`src/im2col_settings.svh`:
```
// im2col controller settings: DMA channel count, FIFO depth and DMA register map.
`ifndef IM2COL_SETTINGS_SVH
`define IM2COL_SETTINGS_SVH

`define IM2COL_DMA_CH_NUM   4             // Channels in the DMA.
`define IM2COL_CH_IDX_W     2             // Bits of a channel index.
`define IM2COL_FIFO_DEPTH   4             // Transaction FIFO entries.
`define IM2COL_DMA_BASE     32'h0006_0000 // DMA register space.
`define IM2COL_DMA_CH_SIZE  32'h100       // Stride between channel blocks.

`define IM2COL_OFS_SRC_PTR     32'h00
`define IM2COL_OFS_DST_PTR     32'h04
`define IM2COL_OFS_SIZE_D1     32'h0C
`define IM2COL_OFS_SIZE_D2     32'h10
`define IM2COL_OFS_INC_SRC_D1  32'h18
`define IM2COL_OFS_INC_SRC_D2  32'h1C
`define IM2COL_OFS_INC_DST_D1  32'h20
`define IM2COL_OFS_INC_DST_D2  32'h24
`define IM2COL_OFS_SLOTS       32'h28 // Tx slot in the upper half.
`define IM2COL_OFS_SRC_TYPE    32'h2C
`define IM2COL_OFS_DST_TYPE    32'h30
`define IM2COL_OFS_DIM         32'h3C
`define IM2COL_OFS_TOP_PAD     32'h44
`define IM2COL_OFS_BOTTOM_PAD  32'h48
`define IM2COL_OFS_RIGHT_PAD   32'h4C
`define IM2COL_OFS_LEFT_PAD    32'h50

`endif

```
`src/im2col_pkg.sv`:
```
// im2col controller types: transaction record, FSM states and DMA data types.
package im2col_pkg;

  typedef struct packed {
    logic [7:0]  pad_top;
    logic [7:0]  pad_bottom;
    logic [7:0]  pad_left;
    logic [7:0]  pad_right;
    logic [31:0] in_ptr;
    logic [31:0] out_ptr;
    logic [22:0] src_inc_d2;  // In elements, scaled by the data type.
    logic [15:0] size_d1;
    logic [15:0] size_d2;
    logic        last;        // Final transaction of a run.
  } trans_t;

  typedef enum logic [1:0] {
    DISP_IDLE,
    DISP_GET,
    DISP_LOAD
  } disp_state_e;

  // Write states in bus order, so the next write is the following encoding.
  typedef enum logic [4:0] {
    LD_IDLE,
    WR_DIM, WR_SLOTS, WR_SRC_TYPE, WR_DST_TYPE,
    WR_TOP_PAD, WR_BOTTOM_PAD, WR_LEFT_PAD, WR_RIGHT_PAD,
    WR_IN_PTR, WR_OUT_PTR, WR_INC_SRC_D1, WR_INC_SRC_D2,
    WR_INC_DST_D1, WR_INC_DST_D2, WR_SIZE_D2, WR_SIZE_D1,
    LD_DONE
  } load_state_e;

  typedef enum logic [1:0] {
    DT_WORD = 2'd0,
    DT_HALF = 2'd1,
    DT_BYTE = 2'd2
  } data_type_t;

endpackage

```
`src/im2col_ch_tracker.sv`:
```
// DMA channel tracker: busy and configured bits, lowest free enabled channel pick.
`include "im2col_settings.svh"

module im2col_ch_tracker (
  input  logic                          clk_i,
  input  logic                          rst_ni,
  input  logic                          start_i,
  input  logic [`IM2COL_DMA_CH_NUM-1:0] ch_mask_i,
  input  logic [`IM2COL_DMA_CH_NUM-1:0] dma_done_i,
  input  logic                          ch_grab_i,
  input  logic                          ch_alloc_i,
  output logic                          ch_full_o,
  output logic [`IM2COL_CH_IDX_W-1:0]   cur_ch_o,
  output logic                          cur_ch_configured_o,
  output logic                          all_idle_o
);

  localparam int NCH = `IM2COL_DMA_CH_NUM;

  logic [NCH-1:0]               busy_q, cfg_q;
  logic [NCH-1:0]               alloc_vec;
  logic [`IM2COL_CH_IDX_W-1:0]  cur_ch_q, free_ch;
  logic                         any_free;

  // Scan downwards so the lowest free channel is the one that remains.
  always_comb begin
    free_ch  = '0;
    any_free = 1'b0;
    for (int i = NCH - 1; i >= 0; i--) begin
      if (!busy_q[i] && ch_mask_i[i]) begin
        free_ch  = i[`IM2COL_CH_IDX_W-1:0];
        any_free = 1'b1;
      end
    end
  end

  always_comb begin
    alloc_vec           = '0;
    alloc_vec[cur_ch_q] = ch_alloc_i;  // One-hot mark of the channel in load.
  end

  always_ff @(posedge clk_i or negedge rst_ni) begin
    if (!rst_ni) begin
      busy_q   <= '0;
      cfg_q    <= '0;
      cur_ch_q <= '0;
    end else if (start_i) begin
      busy_q   <= '0;  // New run, every channel unconfigured.
      cfg_q    <= '0;
      cur_ch_q <= '0;
    end else begin
      busy_q <= (busy_q & ~dma_done_i) | alloc_vec;
      cfg_q  <= cfg_q | alloc_vec;
      if (ch_grab_i) begin
        cur_ch_q <= free_ch;
      end
    end
  end

  assign ch_full_o           = !any_free;
  assign cur_ch_o            = cur_ch_q;
  assign cur_ch_configured_o = cfg_q[cur_ch_q];
  assign all_idle_o          = ~|busy_q;

  // The grabbed channel must still be free and enabled when the load starts.
  a_alloc_free: assert property (@(posedge clk_i) disable iff (!rst_ni)
    ch_alloc_i |-> !busy_q[cur_ch_q] && ch_mask_i[cur_ch_q])
    else $error("allocation of busy or masked channel %0d", cur_ch_q);

endmodule

```
`src/im2col_ctrl.sv`:
```
// im2col run control: busy status, completion detection and interrupt flag.
module im2col_ctrl (
  input  logic clk_i,
  input  logic rst_ni,
  input  logic start_i,
  input  logic last_loaded_i,
  input  logic all_idle_i,
  input  logic irq_en_i,
  input  logic irq_clear_i,
  output logic run_done_pending_o,
  output logic busy_o,
  output logic irq_o
);

  logic busy_q;
  logic done_flag_q;  // Last transaction handed to a channel.
  logic run_done_q;
  logic irq_q;

  always_ff @(posedge clk_i or negedge rst_ni) begin
    if (!rst_ni) begin
      busy_q      <= 1'b0;
      done_flag_q <= 1'b0;
      run_done_q  <= 1'b0;
      irq_q       <= 1'b0;
    end else begin
      // Single pulse once the tail has drained from every channel.
      run_done_q <= done_flag_q && all_idle_i && !run_done_q;

      if (run_done_q || start_i) begin
        done_flag_q <= 1'b0;
      end else if (last_loaded_i) begin
        done_flag_q <= 1'b1;
      end

      if (run_done_q) begin
        busy_q <= 1'b0;
      end else if (start_i) begin
        busy_q <= 1'b1;
      end

      if (run_done_q && irq_en_i) begin
        irq_q <= 1'b1;
      end else if (irq_clear_i) begin
        irq_q <= 1'b0;
      end
    end
  end

  assign run_done_pending_o = done_flag_q;
  assign busy_o             = busy_q;
  assign irq_o              = irq_q;

endmodule

```
`src/im2col_dma_loader.sv`:
```
// DMA loader: dispatch and register-load FSMs that program one channel per transaction.
`include "im2col_settings.svh"

module im2col_dma_loader
  import im2col_pkg::*;
(
  input  logic                        clk_i,
  input  logic                        rst_ni,
  input  trans_t                      head_i,
  input  logic                        fifo_empty_i,
  output logic                        fifo_pop_o,
  input  logic                        ch_full_i,
  input  logic [`IM2COL_CH_IDX_W-1:0] cur_ch_i,
  input  logic                        cur_ch_configured_i,
  output logic                        ch_grab_o,
  output logic                        ch_alloc_o,
  input  logic                        run_done_pending_i,
  input  data_type_t                  data_type_i,
  input  logic [3:0]                  log_stride_d1_i,
  input  logic [15:0]                 tx_slot_i,
  input  logic [15:0]                 rx_slot_i,
  output logic                        wr_req_o,
  output logic [31:0]                 wr_addr_o,
  output logic [31:0]                 wr_data_o,
  input  logic                        wr_done_i,
  output logic                        last_loaded_o
);

  disp_state_e disp_q, disp_d;
  load_state_e load_q, load_d;
  logic [31:0] reg_ofs;
  logic [31:0] ch_base;
  logic [1:0]  type_shift;

  always_comb begin
    disp_d = disp_q;
    unique case (disp_q)
      DISP_IDLE: begin
        if (!fifo_empty_i && !run_done_pending_i && !ch_full_i) begin
          disp_d = DISP_GET;
        end
      end
      DISP_GET: begin
        disp_d = fifo_empty_i ? DISP_IDLE : DISP_LOAD;
      end
      DISP_LOAD: begin
        if (load_q == LD_DONE) begin
          disp_d = (!ch_full_i && !head_i.last) ? DISP_GET : DISP_IDLE;
        end
      end
      default: begin
        disp_d = DISP_IDLE;
      end
    endcase
  end

  always_comb begin
    load_d = load_q;
    unique case (load_q)
      LD_IDLE: begin
        if (disp_q == DISP_GET && !fifo_empty_i) begin
          load_d = cur_ch_configured_i ? WR_TOP_PAD : WR_DIM;  // Short form on reuse.
        end
      end
      LD_DONE: begin
        load_d = LD_IDLE;
      end
      default: begin
        if (wr_done_i) begin
          load_d = load_state_e'(load_q + 5'd1);  // Next register in sequence.
        end
      end
    endcase
  end

  always_ff @(posedge clk_i or negedge rst_ni) begin
    if (!rst_ni) begin
      disp_q <= DISP_IDLE;
      load_q <= LD_IDLE;
    end else begin
      disp_q <= disp_d;
      load_q <= load_d;
    end
  end

  assign ch_grab_o     = (disp_d == DISP_GET) && (disp_q != DISP_GET);
  assign ch_alloc_o    = (disp_q == DISP_GET) && !fifo_empty_i;
  assign fifo_pop_o    = (load_q == LD_DONE);
  assign last_loaded_o = (load_q == LD_DONE) && head_i.last;
  assign wr_req_o      = (load_q != LD_IDLE) && (load_q != LD_DONE);

  assign type_shift = 2'd2 - data_type_i;  // Bytes per element as a shift.
  assign ch_base    = `IM2COL_DMA_BASE + 32'(cur_ch_i) * `IM2COL_DMA_CH_SIZE;
  assign wr_addr_o  = ch_base + reg_ofs;

  always_comb begin
    reg_ofs   = '0;
    wr_data_o = '0;
    case (load_q)
      WR_DIM: begin
        reg_ofs   = `IM2COL_OFS_DIM;
        wr_data_o = 32'd1;  // 1D transfers with padding.
      end
      WR_SLOTS: begin
        reg_ofs   = `IM2COL_OFS_SLOTS;
        wr_data_o = {tx_slot_i, rx_slot_i};
      end
      WR_SRC_TYPE: begin
        reg_ofs   = `IM2COL_OFS_SRC_TYPE;
        wr_data_o = {30'd0, data_type_i};
      end
      WR_DST_TYPE: begin
        reg_ofs   = `IM2COL_OFS_DST_TYPE;
        wr_data_o = {30'd0, data_type_i};
      end
      WR_TOP_PAD: begin
        reg_ofs   = `IM2COL_OFS_TOP_PAD;
        wr_data_o = {24'd0, head_i.pad_top};
      end
      WR_BOTTOM_PAD: begin
        reg_ofs   = `IM2COL_OFS_BOTTOM_PAD;
        wr_data_o = {24'd0, head_i.pad_bottom};
      end
      WR_LEFT_PAD: begin
        reg_ofs   = `IM2COL_OFS_LEFT_PAD;
        wr_data_o = {24'd0, head_i.pad_left};
      end
      WR_RIGHT_PAD: begin
        reg_ofs   = `IM2COL_OFS_RIGHT_PAD;
        wr_data_o = {24'd0, head_i.pad_right};
      end
      WR_IN_PTR: begin
        reg_ofs   = `IM2COL_OFS_SRC_PTR;
        wr_data_o = head_i.in_ptr;
      end
      WR_OUT_PTR: begin
        reg_ofs   = `IM2COL_OFS_DST_PTR;
        wr_data_o = head_i.out_ptr;
      end
      WR_INC_SRC_D1: begin
        reg_ofs   = `IM2COL_OFS_INC_SRC_D1;
        wr_data_o = ((32'd1 << log_stride_d1_i) << type_shift) & 32'h3f;  // 6-bit field.
      end
      WR_INC_SRC_D2: begin
        reg_ofs   = `IM2COL_OFS_INC_SRC_D2;
        wr_data_o = ({9'd0, head_i.src_inc_d2} << type_shift) & 32'h7f_ffff;
      end
      WR_INC_DST_D1: begin
        reg_ofs   = `IM2COL_OFS_INC_DST_D1;
        wr_data_o = 32'd4 >> data_type_i;  // Dense output, one element step.
      end
      WR_INC_DST_D2: begin
        reg_ofs   = `IM2COL_OFS_INC_DST_D2;
        wr_data_o = 32'd4 >> data_type_i;
      end
      WR_SIZE_D2: begin
        reg_ofs   = `IM2COL_OFS_SIZE_D2;
        wr_data_o = {16'd0, head_i.size_d2};
      end
      WR_SIZE_D1: begin
        reg_ofs   = `IM2COL_OFS_SIZE_D1;
        wr_data_o = {16'd0, head_i.size_d1};  // Triggers the channel.
      end
      default: begin
        reg_ofs   = '0;
        wr_data_o = '0;
      end
    endcase
  end

  // A pending write keeps its request, address and data until acknowledged.
  a_wr_stable: assert property (@(posedge clk_i) disable iff (!rst_ni)
    wr_req_o && !wr_done_i |=> wr_req_o && $stable(wr_addr_o) && $stable(wr_data_o))
    else $error("DMA register write changed before its acknowledge");

endmodule

```
`src/im2col_spc.sv`:
```
// im2col smart-peripheral controller top: FIFO, channel tracker, DMA loader, run control.
`include "im2col_settings.svh"

module im2col_spc
  import im2col_pkg::*;
(
  input  logic                          clk_i,
  input  logic                          rst_ni,
  input  logic                          trans_push_i,
  input  trans_t                        trans_i,
  output logic                          trans_full_o,
  input  data_type_t                    data_type_i,
  input  logic [3:0]                    log_stride_d1_i,
  input  logic [15:0]                   tx_slot_i,
  input  logic [15:0]                   rx_slot_i,
  input  logic [`IM2COL_DMA_CH_NUM-1:0] ch_mask_i,
  input  logic                          start_i,
  input  logic                          irq_en_i,
  input  logic                          irq_clear_i,
  output logic                          wr_req_o,
  output logic [31:0]                   wr_addr_o,
  output logic [31:0]                   wr_data_o,
  input  logic                          wr_done_i,
  input  logic [`IM2COL_DMA_CH_NUM-1:0] dma_done_i,
  output logic                          busy_o,
  output logic                          irq_o
);

  trans_t                       head;
  logic                         fifo_empty, fifo_pop;
  logic                         ch_full, cur_ch_configured, all_idle;
  logic [`IM2COL_CH_IDX_W-1:0]  cur_ch;
  logic                         ch_grab, ch_alloc;
  logic                         last_loaded, run_done_pending;

  im2col_trans_fifo #(
    .DEPTH(`IM2COL_FIFO_DEPTH)
  ) u_fifo (
    .clk_i   (clk_i),
    .rst_ni  (rst_ni),
    .push_i  (trans_push_i),
    .data_i  (trans_i),
    .pop_i   (fifo_pop),
    .data_o  (head),
    .full_o  (trans_full_o),
    .empty_o (fifo_empty)
  );

  im2col_ch_tracker u_tracker (
    .clk_i               (clk_i),
    .rst_ni              (rst_ni),
    .start_i             (start_i),
    .ch_mask_i           (ch_mask_i),
    .dma_done_i          (dma_done_i),
    .ch_grab_i           (ch_grab),
    .ch_alloc_i          (ch_alloc),
    .ch_full_o           (ch_full),
    .cur_ch_o            (cur_ch),
    .cur_ch_configured_o (cur_ch_configured),
    .all_idle_o          (all_idle)
  );

  im2col_dma_loader u_loader (
    .clk_i               (clk_i),
    .rst_ni              (rst_ni),
    .head_i              (head),
    .fifo_empty_i        (fifo_empty),
    .fifo_pop_o          (fifo_pop),
    .ch_full_i           (ch_full),
    .cur_ch_i            (cur_ch),
    .cur_ch_configured_i (cur_ch_configured),
    .ch_grab_o           (ch_grab),
    .ch_alloc_o          (ch_alloc),
    .run_done_pending_i  (run_done_pending),
    .data_type_i         (data_type_i),
    .log_stride_d1_i     (log_stride_d1_i),
    .tx_slot_i           (tx_slot_i),
    .rx_slot_i           (rx_slot_i),
    .wr_req_o            (wr_req_o),
    .wr_addr_o           (wr_addr_o),
    .wr_data_o           (wr_data_o),
    .wr_done_i           (wr_done_i),
    .last_loaded_o       (last_loaded)
  );

  im2col_ctrl u_ctrl (
    .clk_i              (clk_i),
    .rst_ni             (rst_ni),
    .start_i            (start_i),
    .last_loaded_i      (last_loaded),
    .all_idle_i         (all_idle),
    .irq_en_i           (irq_en_i),
    .irq_clear_i        (irq_clear_i),
    .run_done_pending_o (run_done_pending),
    .busy_o             (busy_o),
    .irq_o              (irq_o)
  );

endmodule

```
`src/im2col_trans_fifo.sv`:
```
// Transaction FIFO: fall-through circular buffer with full and empty flags.
`include "im2col_settings.svh"

module im2col_trans_fifo
  import im2col_pkg::*;
#(
  parameter int unsigned DEPTH = `IM2COL_FIFO_DEPTH
) (
  input  logic   clk_i,
  input  logic   rst_ni,
  input  logic   push_i,
  input  trans_t data_i,
  input  logic   pop_i,
  output trans_t data_o,
  output logic   full_o,
  output logic   empty_o
);

  localparam int unsigned AW = (DEPTH > 1) ? $clog2(DEPTH) : 1;
  localparam int unsigned CW = $clog2(DEPTH + 1);

  trans_t         mem_q [DEPTH];
  logic [AW-1:0]  wr_ptr_q, rd_ptr_q;
  logic [CW-1:0]  count_q;
  logic           wr_en, rd_en;

  assign full_o  = (count_q == CW'(DEPTH));
  assign empty_o = (count_q == '0);
  assign wr_en   = push_i && !full_o;
  assign rd_en   = pop_i && !empty_o;
  assign data_o  = mem_q[rd_ptr_q];  // Head visible without a pop.

  always_ff @(posedge clk_i or negedge rst_ni) begin
    if (!rst_ni) begin
      wr_ptr_q <= '0;
      rd_ptr_q <= '0;
      count_q  <= '0;
    end else begin
      if (wr_en) begin
        wr_ptr_q <= (wr_ptr_q == AW'(DEPTH - 1)) ? '0 : wr_ptr_q + 1'b1;
      end
      if (rd_en) begin
        rd_ptr_q <= (rd_ptr_q == AW'(DEPTH - 1)) ? '0 : rd_ptr_q + 1'b1;
      end
      count_q <= count_q + CW'(wr_en) - CW'(rd_en);
    end
  end

  always_ff @(posedge clk_i) begin
    if (wr_en) begin
      mem_q[wr_ptr_q] <= data_i;
    end
  end

  a_no_push_full: assert property (@(posedge clk_i) disable iff (!rst_ni)
    push_i |-> !full_o) else $error("push into full transaction FIFO");
  a_no_pop_empty: assert property (@(posedge clk_i) disable iff (!rst_ni)
    pop_i |-> !empty_o) else $error("pop from empty transaction FIFO");

endmodule

```
`config.mk`:
```
export PLATFORM = sky130hd
export DESIGN_NAME = im2col_spc
export DESIGN_NICKNAME = d
export VERILOG_FILES = /design/src/im2col_pkg.sv /design/src/im2col_ch_tracker.sv /design/src/im2col_ctrl.sv /design/src/im2col_dma_loader.sv /design/src/im2col_spc.sv /design/src/im2col_trans_fifo.sv
export VERILOG_INCLUDE_DIRS = /design/src
export SDC_FILE = /design/constraint.sdc
export NUM_CORES = 1
export LEC_CHECK = 0
export BUFFER_PORTS_ARGS = -buffer_cell sky130_fd_sc_hd__clkbuf_2
export CAP_MARGIN = 20
export CORE_AREA = 2 2 380 231
export DETAILED_ROUTE_END_ITERATION = 7
export DIE_AREA = 0 0 382 233
export PLACE_DENSITY = 0.57
export SYNTH_ARGS = -nofsm -noshare
export SYNTH_HDL_FRONTEND = slang
export SYNTH_SLANG_ARGS = --single-unit
```
`constraint.sdc`:
```
create_clock -name clk_i -period 13.57 [get_ports clk_i]
set_input_delay 1.357 -clock clk_i [delete_from_list [all_inputs] [get_ports clk_i]]
set_output_delay 1.357 -clock clk_i [all_outputs]
set_load 0.005 [all_outputs]
```
======== Word-level counts from Yosys, hierarchy flattened ========
Memories as Yosys holds them, arrays and structs flattened.
Cells that the tools add are included.
W data, S select, Z words.
storage, ports and cells
  bits in registers ....................... 28
  memory bits (writable) .................. 608
  bits of input ports ..................... 205
  output and inout bits ................... 68
  logic and storage cells ................. 136
  memories ................................ 1
memories
  memory        words  width  read ports  clocked after memory_dff  write ports  RTL line                 source
  u_fifo.mem_q  4      152    1           0                         1            im2col_trans_fifo.sv:22  trans_t mem_q [DEPTH];
operators by class
  $add $sub $neg .......................... 8
  $lt $le $gt $ge ......................... 2
  equal/unequal tests ..................... 26
  shifts and indexed selects .............. 4
  mux-type cells .......................... 37
  bitwise gates (word level) .............. 5
  reduce and logical (&&, ||, !) cells .... 41
operators with widths
  kind                      number
  $pmux W32 S14             1
  $pmux W7 S15              1
  $eq A5 B4 Y1 const B      8
  $add A32 B7 Y32           1
  $shl A1 B4 Y32 const A    1
  $shl A32 B2 Y6            1
  $shr A3 B2 Y32 const A    1
  $shl A23 B2 Y23           1
  $mux W2                   11
  $add A19 B10 Y20 const A  1
  $eq A5 B3 Y1 const B      4
  $logic_and A1 B1 Y1       17
  $mux W1                   15
  $eq A5 B2 Y1 const B      2
  $eq A5 B5 Y1 const B      2
  $logic_not A1 Y1          10
  $mux W5                   2
  $pmux W5 S2               1
  $and A4 B4 Y4             2
  $mux W4                   2
  $or A4 B4 Y4              2
  $reduce_bool A2 Y1        4
  $eq A2 B2 Y1 const B      3
  $pmux W2 S3               1
  other kinds (26)          29

======== Longest topological paths before layout ========
  depth in word-level cells ............... 14
  mapped depth ............................ 11
  depth with buffers taken out ............ 9

======== Modules after synthesis ========
A second synthesis with hierarchy kept.
unflattened totals
  cell total of the unflattened synthesis .. 1241
  area total of the unflattened synthesis .. 25811.0 µm²
modules (own cells, without submodules)
  module             times used  cells each  area an instance (µm²)  sequential area each (µm²)
  im2col_trans_fifo  1           833         22327.7                 18432.7
  im2col_dma_loader  1           347         2864.0                  175.2
  im2col_ch_tracker  1           48          474.2                   250.2
  im2col_ctrl        1           13          145.1                   100.1

======== Least setup slack after synthesis ========
Ideal clock, no wire load.
  kind .................................... input -> register
  from .................................... input trans_push_i
  to ...................................... memory u_fifo.mem_q[0][0] (netlist name) (enable)
  library setup time ...................... 0.530 ns
  arrival time ............................ 5.211 ns
  required time ........................... 13.040 ns
  setup slack ............................. 7.829 ns
  stages .................................. 3
  cell sequence ........................... nor2b_1 > clkbuf_1 > and2_1
on the way
  cells in the longest elaborated chain, start to end .. 3
RTL lines
  element                        RTL line                 source
  start: declaration             im2col_spc.sv:9          input logic trans_push_i,
  $logic_and A1 B1 Y1            im2col_trans_fifo.sv:29  assign wr_en = push_i && !full_o;
  named net u_fifo.wr_en         im2col_trans_fifo.sv:25  logic wr_en, rd_en;
  $mux W1                        im2col_trans_fifo.sv:50  if (wr_en) begin
  $mux W1 (implied by the code)  im2col_trans_fifo.sv:51  mem_q[wr_ptr_q] <= data_i;
  end: declaration               im2col_trans_fifo.sv:22
The timed path passes the listed nets, and every way through them passes these cells.

======== Worst setup path in the final report ========
  from .................................... input data_type_i[0]
  to ...................................... output wr_data_o[18]
on the way
  cells in the longest elaborated chain, start to end .. 3
  elaborated cells on any way between the ends .. 4
  classes of those cells .................. 1 x add/sub; 2 x shift; 1 x mux
RTL lines
  element             RTL line                  source
  start: declaration  im2col_spc.sv:12          input data_type_t data_type_i,
  $sub A2 B2 Y2       im2col_dma_loader.sv:92   assign type_shift = 2'd2 - data_type_i;
  $shl A23 B2 Y23     im2col_dma_loader.sv:146  wr_data_o = ({9'd0, head_i.src_inc_d2} << type_shift) & 32'h7f_ffff;
  $pmux W32 S14 (*)   im2col_dma_loader.sv:99   case (load_q)
  end: declaration    im2col_spc.sv:22          output logic [31:0] wr_data_o,
Every way passes the cells marked *; elsewhere a longest branch is shown, timed or not.

==> flow_metrics.py <==
metrics = {
    "global_route": {
        "grt_pass1_wl_um": 97700,
        "grt_pass1_vias": 13693,
        "gr-total-overflow": 0,
        "grt_max_degree": 140,
        "grt_util_all_layers_pct": 15.4,
        "antenna_found_initial": 19,
    },
    "routing": {
        "wl_per_cell_um": 25.0,
        "vias_per_cell": 4.86,
        "wl_um": 68900,
        "top_layer": "met5",
        "dr.pass1.iters": 5,
        "via_count": 13407,
        "route.met2.wl_um": 32300,
        "met1_length_um": 29500,
        "initialDrtViolationCount": 1125,
        "drc": 0,
        "postRouteAntennaNets": 0,
        "met3_length_um": 5830,
    },
    "critical_path": {
        "end_kind": "output pin",
        "crit_end": "wr_data_o[18]",
        "reg2reg_depth": 5,
        "crit_fanout": 20,
        "crit_type": "in -> out",
        "worstPathRequired_ns": 12.21,
        "r2r_setup_slack_ns": 10.54,
        "cp.arrival_ns": 4.78,
        "r2r-end": "u_fifo.mem_q[2][149]",
        "r2r_start": "u_fifo.count_q[1]",
        "critical_path.startpoint": "data_type_i[0]",
        "cp-start-kind": "input port",
    },
    "yosys": {
        "synth_top_area_cell": "edfxtp_1",
        "syn-instance-count": 1287,
        "ys_async_sr_fraction_pct": 4.40,
        "syn_area_um2": 25500,
        "yosys_warnings": 0,
        "synth_cell_types": 62,
        "synth_flop_cell": "edfxtp_1",
        "synth_area_leaders": "edfxtp_1, mux4_2, dfrtp_1",
        "synth_seq_cells": 636,
        "synth_edf_count": 608,
        "syn_avg_cell_area_um2": 19.8,
        "seq_area_frac_synth_pct": 74.3,
        "synth_top_area_share_pct": 71.6,
    },
    "timing": {
        "layout_min_cycle_time_ns": 6.14,
        "max_freq_ghz": 0.163,
        "finalSetupViolCount": 0,
        "max_slew_margin_pct": 32.6,
        "slew_violations": 0,
        "rsz0062_at_grt": "no",
        "post-route-period-util_pct": 45.3,
        "fin_skew_ns": 0.0317,
        "tns_ns": 0,
        "hold_violations": 0,
        "worst_pin_slew_ns": 1.01,
    },
    "layout": {
        "seqCellArea_um2": 19000,
        "fill_cells": 7982,
        "fin_util_pct": 35.6,
        "mostFrequentLayoutCell": "edfxtp_1",
        "area_growth_pct": 19.1,
        "layout_common_cells": "edfxtp_1, clkbuf_2, mux4_2",
        "multi_input_area_um2": 6130,
        "nets": 1775,
        "drive_gt1_share_pct": 33.6,
        "fin_area_um2": 30400,
    },
    "cts": {
        "cts_tree": "built",
        "cts_root_buffer": "clkbuf_16",
        "clk_path_buf_depth": 3,
        "cts_resized": 0,
        "cts_max_level": 3,
        "clk_latency_ns": 0.63,
        "postCtsSetupRepairBufs": 0,
        "cts_sinks": 636,
        "numCtsBuffers": 67,
        "ctsHoldBuffers": 0,
        "clk_pin_slew_worst_paths_ns": 0.06,
    },
    "floorplan": {
        "io_pins": 273,
        "core_um2": 85300,
        "dieArea_um2": 89000,
        "start_util_pct": 29.9,
        "rows": 83,
        "die-height_um": 233,
        "dieWidth_um": 382,
    },
    "placement": {
        "dpl.hpwl_um": 43400,
        "place.gp.congestion": 0.749,
        "port_buffers": 247,
        "postPlaceCellArea_um2": 28100,
    },
    "hold_path": {
        "min-delay-path-class": "reg -> reg",
    },
    "pwr": {
        "ir_drop_uv": 133,
        "p_per_area_nw_per_um2": 204,
        "cellLeakagePower_nw": 10.2,
    },
    "run": {
        "max_cap_violations": 0,
    },
    "run_status": {
        "status": "completed",
    },
}
[per-stage QoR]
stage	std cells	hold WS (ns)	power (mW)	setup slack, ns
2_1_floorplan	1310	0.427	3.78	7.83
3_3_place_gp	2630	0.469	4.36	7.41
3_5_place_dp	2630	0.477	4.40	7.30
5_1_grt	2752	0.490	6.52	7.13
4_1_cts	2750	0.481	6.32	7.31
6_report	2758	0.480	6.21	7.43
[layout make-up]
type	count	area share [%]
Clock buffer	76	5.70
Sequential cell	636	62.4
Tap cell	1147	4.72
Clock inverter	44	1.80
Antenna cell	6	0.0494
Multi-Input combinational cell	559	20.2
Timing Repair Buffer	266	4.80
Inverter	24	0.297
[cells by family after synthesis]
logic type               share of synthesized area (%)
multiplexers                                      14.3
adder cells (fa/ha/maj)                          0.814
XOR/XNOR                                         0.172
buffers and inverters                             2.34
AND/OR/NAND/NOR                                   3.42
other                                           0.0294
flip-flops                                        74.3
AO/OA/AOI/OAI                                     4.59
[critical path: stages]
cell and delay [ns]:
clkbuf_2 0.34, clkinv_1 0.66, ha_1 0.94, nand2_1 0.58
o221ai_1 0.68, clkbuf_2 0.22
[registers in the layout, summed over array words and instances (netlist names)]
| name | count |
|---|---|
| u_ctrl.busy_o | 1 |
| u_fifo.wr_ptr_q | 2 |
| u_ctrl.run_done_pending_o | 1 |
| u_fifo.count_q | 3 |
| u_loader.disp_q | 2 |
| u_ctrl.irq_o | 1 |
| u_ctrl.run_done_q | 1 |
| u_tracker.busy_q | 4 |
| u_fifo.mem_q | 608 |
| u_loader.load_q | 5 |
| u_fifo.rd_ptr_q | 2 |
| u_tracker.cur_ch_o | 2 |
| u_tracker.cfg_q | 4 |
[routing by layer]
metal / up-vias / global-route usage, %
met5: - / 0
met4: 20 / 3.31
met3: 96 / 4.73
met2: 435 / 24.3
met1: 7011 / 20.9
li1: 5845 / -
[Yosys cell counts, types with 6 or more instances]
| master | number |
|---|---|
| nand2b_1 | 8 |
| nor4bb_1 | 7 |
| a22o_1 | 14 |
| buf_2 | 24 |
| and2_1 | 8 |
| a211oi_1 | 10 |
| nor2_1 | 22 |
| edfxtp_1 | 608 |
| ha_1 | 15 |
| nand3_1 | 11 |
| inv_1 | 22 |
| clkbuf_1 | 23 |
| nor3_1 | 6 |
| o21ai_0 | 14 |
| buf_1 | 9 |
| dfrtp_1 | 28 |
| nand2_1 | 63 |
| buf_4 | 34 |
| a21oi_1 | 29 |
| nor2b_1 | 9 |
| mux2i_1 | 30 |
| a22oi_1 | 56 |
| nand4_1 | 8 |
| o221ai_1 | 9 |
| mux2_2 | 9 |
| mux4_2 | 144 |
[power by group]
part           switching, mW  internal (mW)
combinational          0.945          0.661
sequential             0.140           2.57
clock                  0.785           1.11
total                   1.87           4.34
[how the worst min path moves through the flow]
stage                   startpoint                         to  slack (ns)  depth (start not counted)
6_report         u_ctrl.run_done_q  u_ctrl.run_done_pending_o        0.48                          1
5_1_grt          u_ctrl.run_done_q  u_ctrl.run_done_pending_o        0.49                          1
4_1_cts          u_ctrl.run_done_q  u_ctrl.run_done_pending_o        0.48                          1
3_5_place_dp     u_ctrl.run_done_q  u_ctrl.run_done_pending_o        0.48                          1
3_3_place_gp     u_ctrl.run_done_q              u_ctrl.busy_o        0.47                          1
2_1_floorplan  u_tracker.busy_q[2]          u_ctrl.run_done_q        0.43                          1
Power figures use the tool's default switching activity.
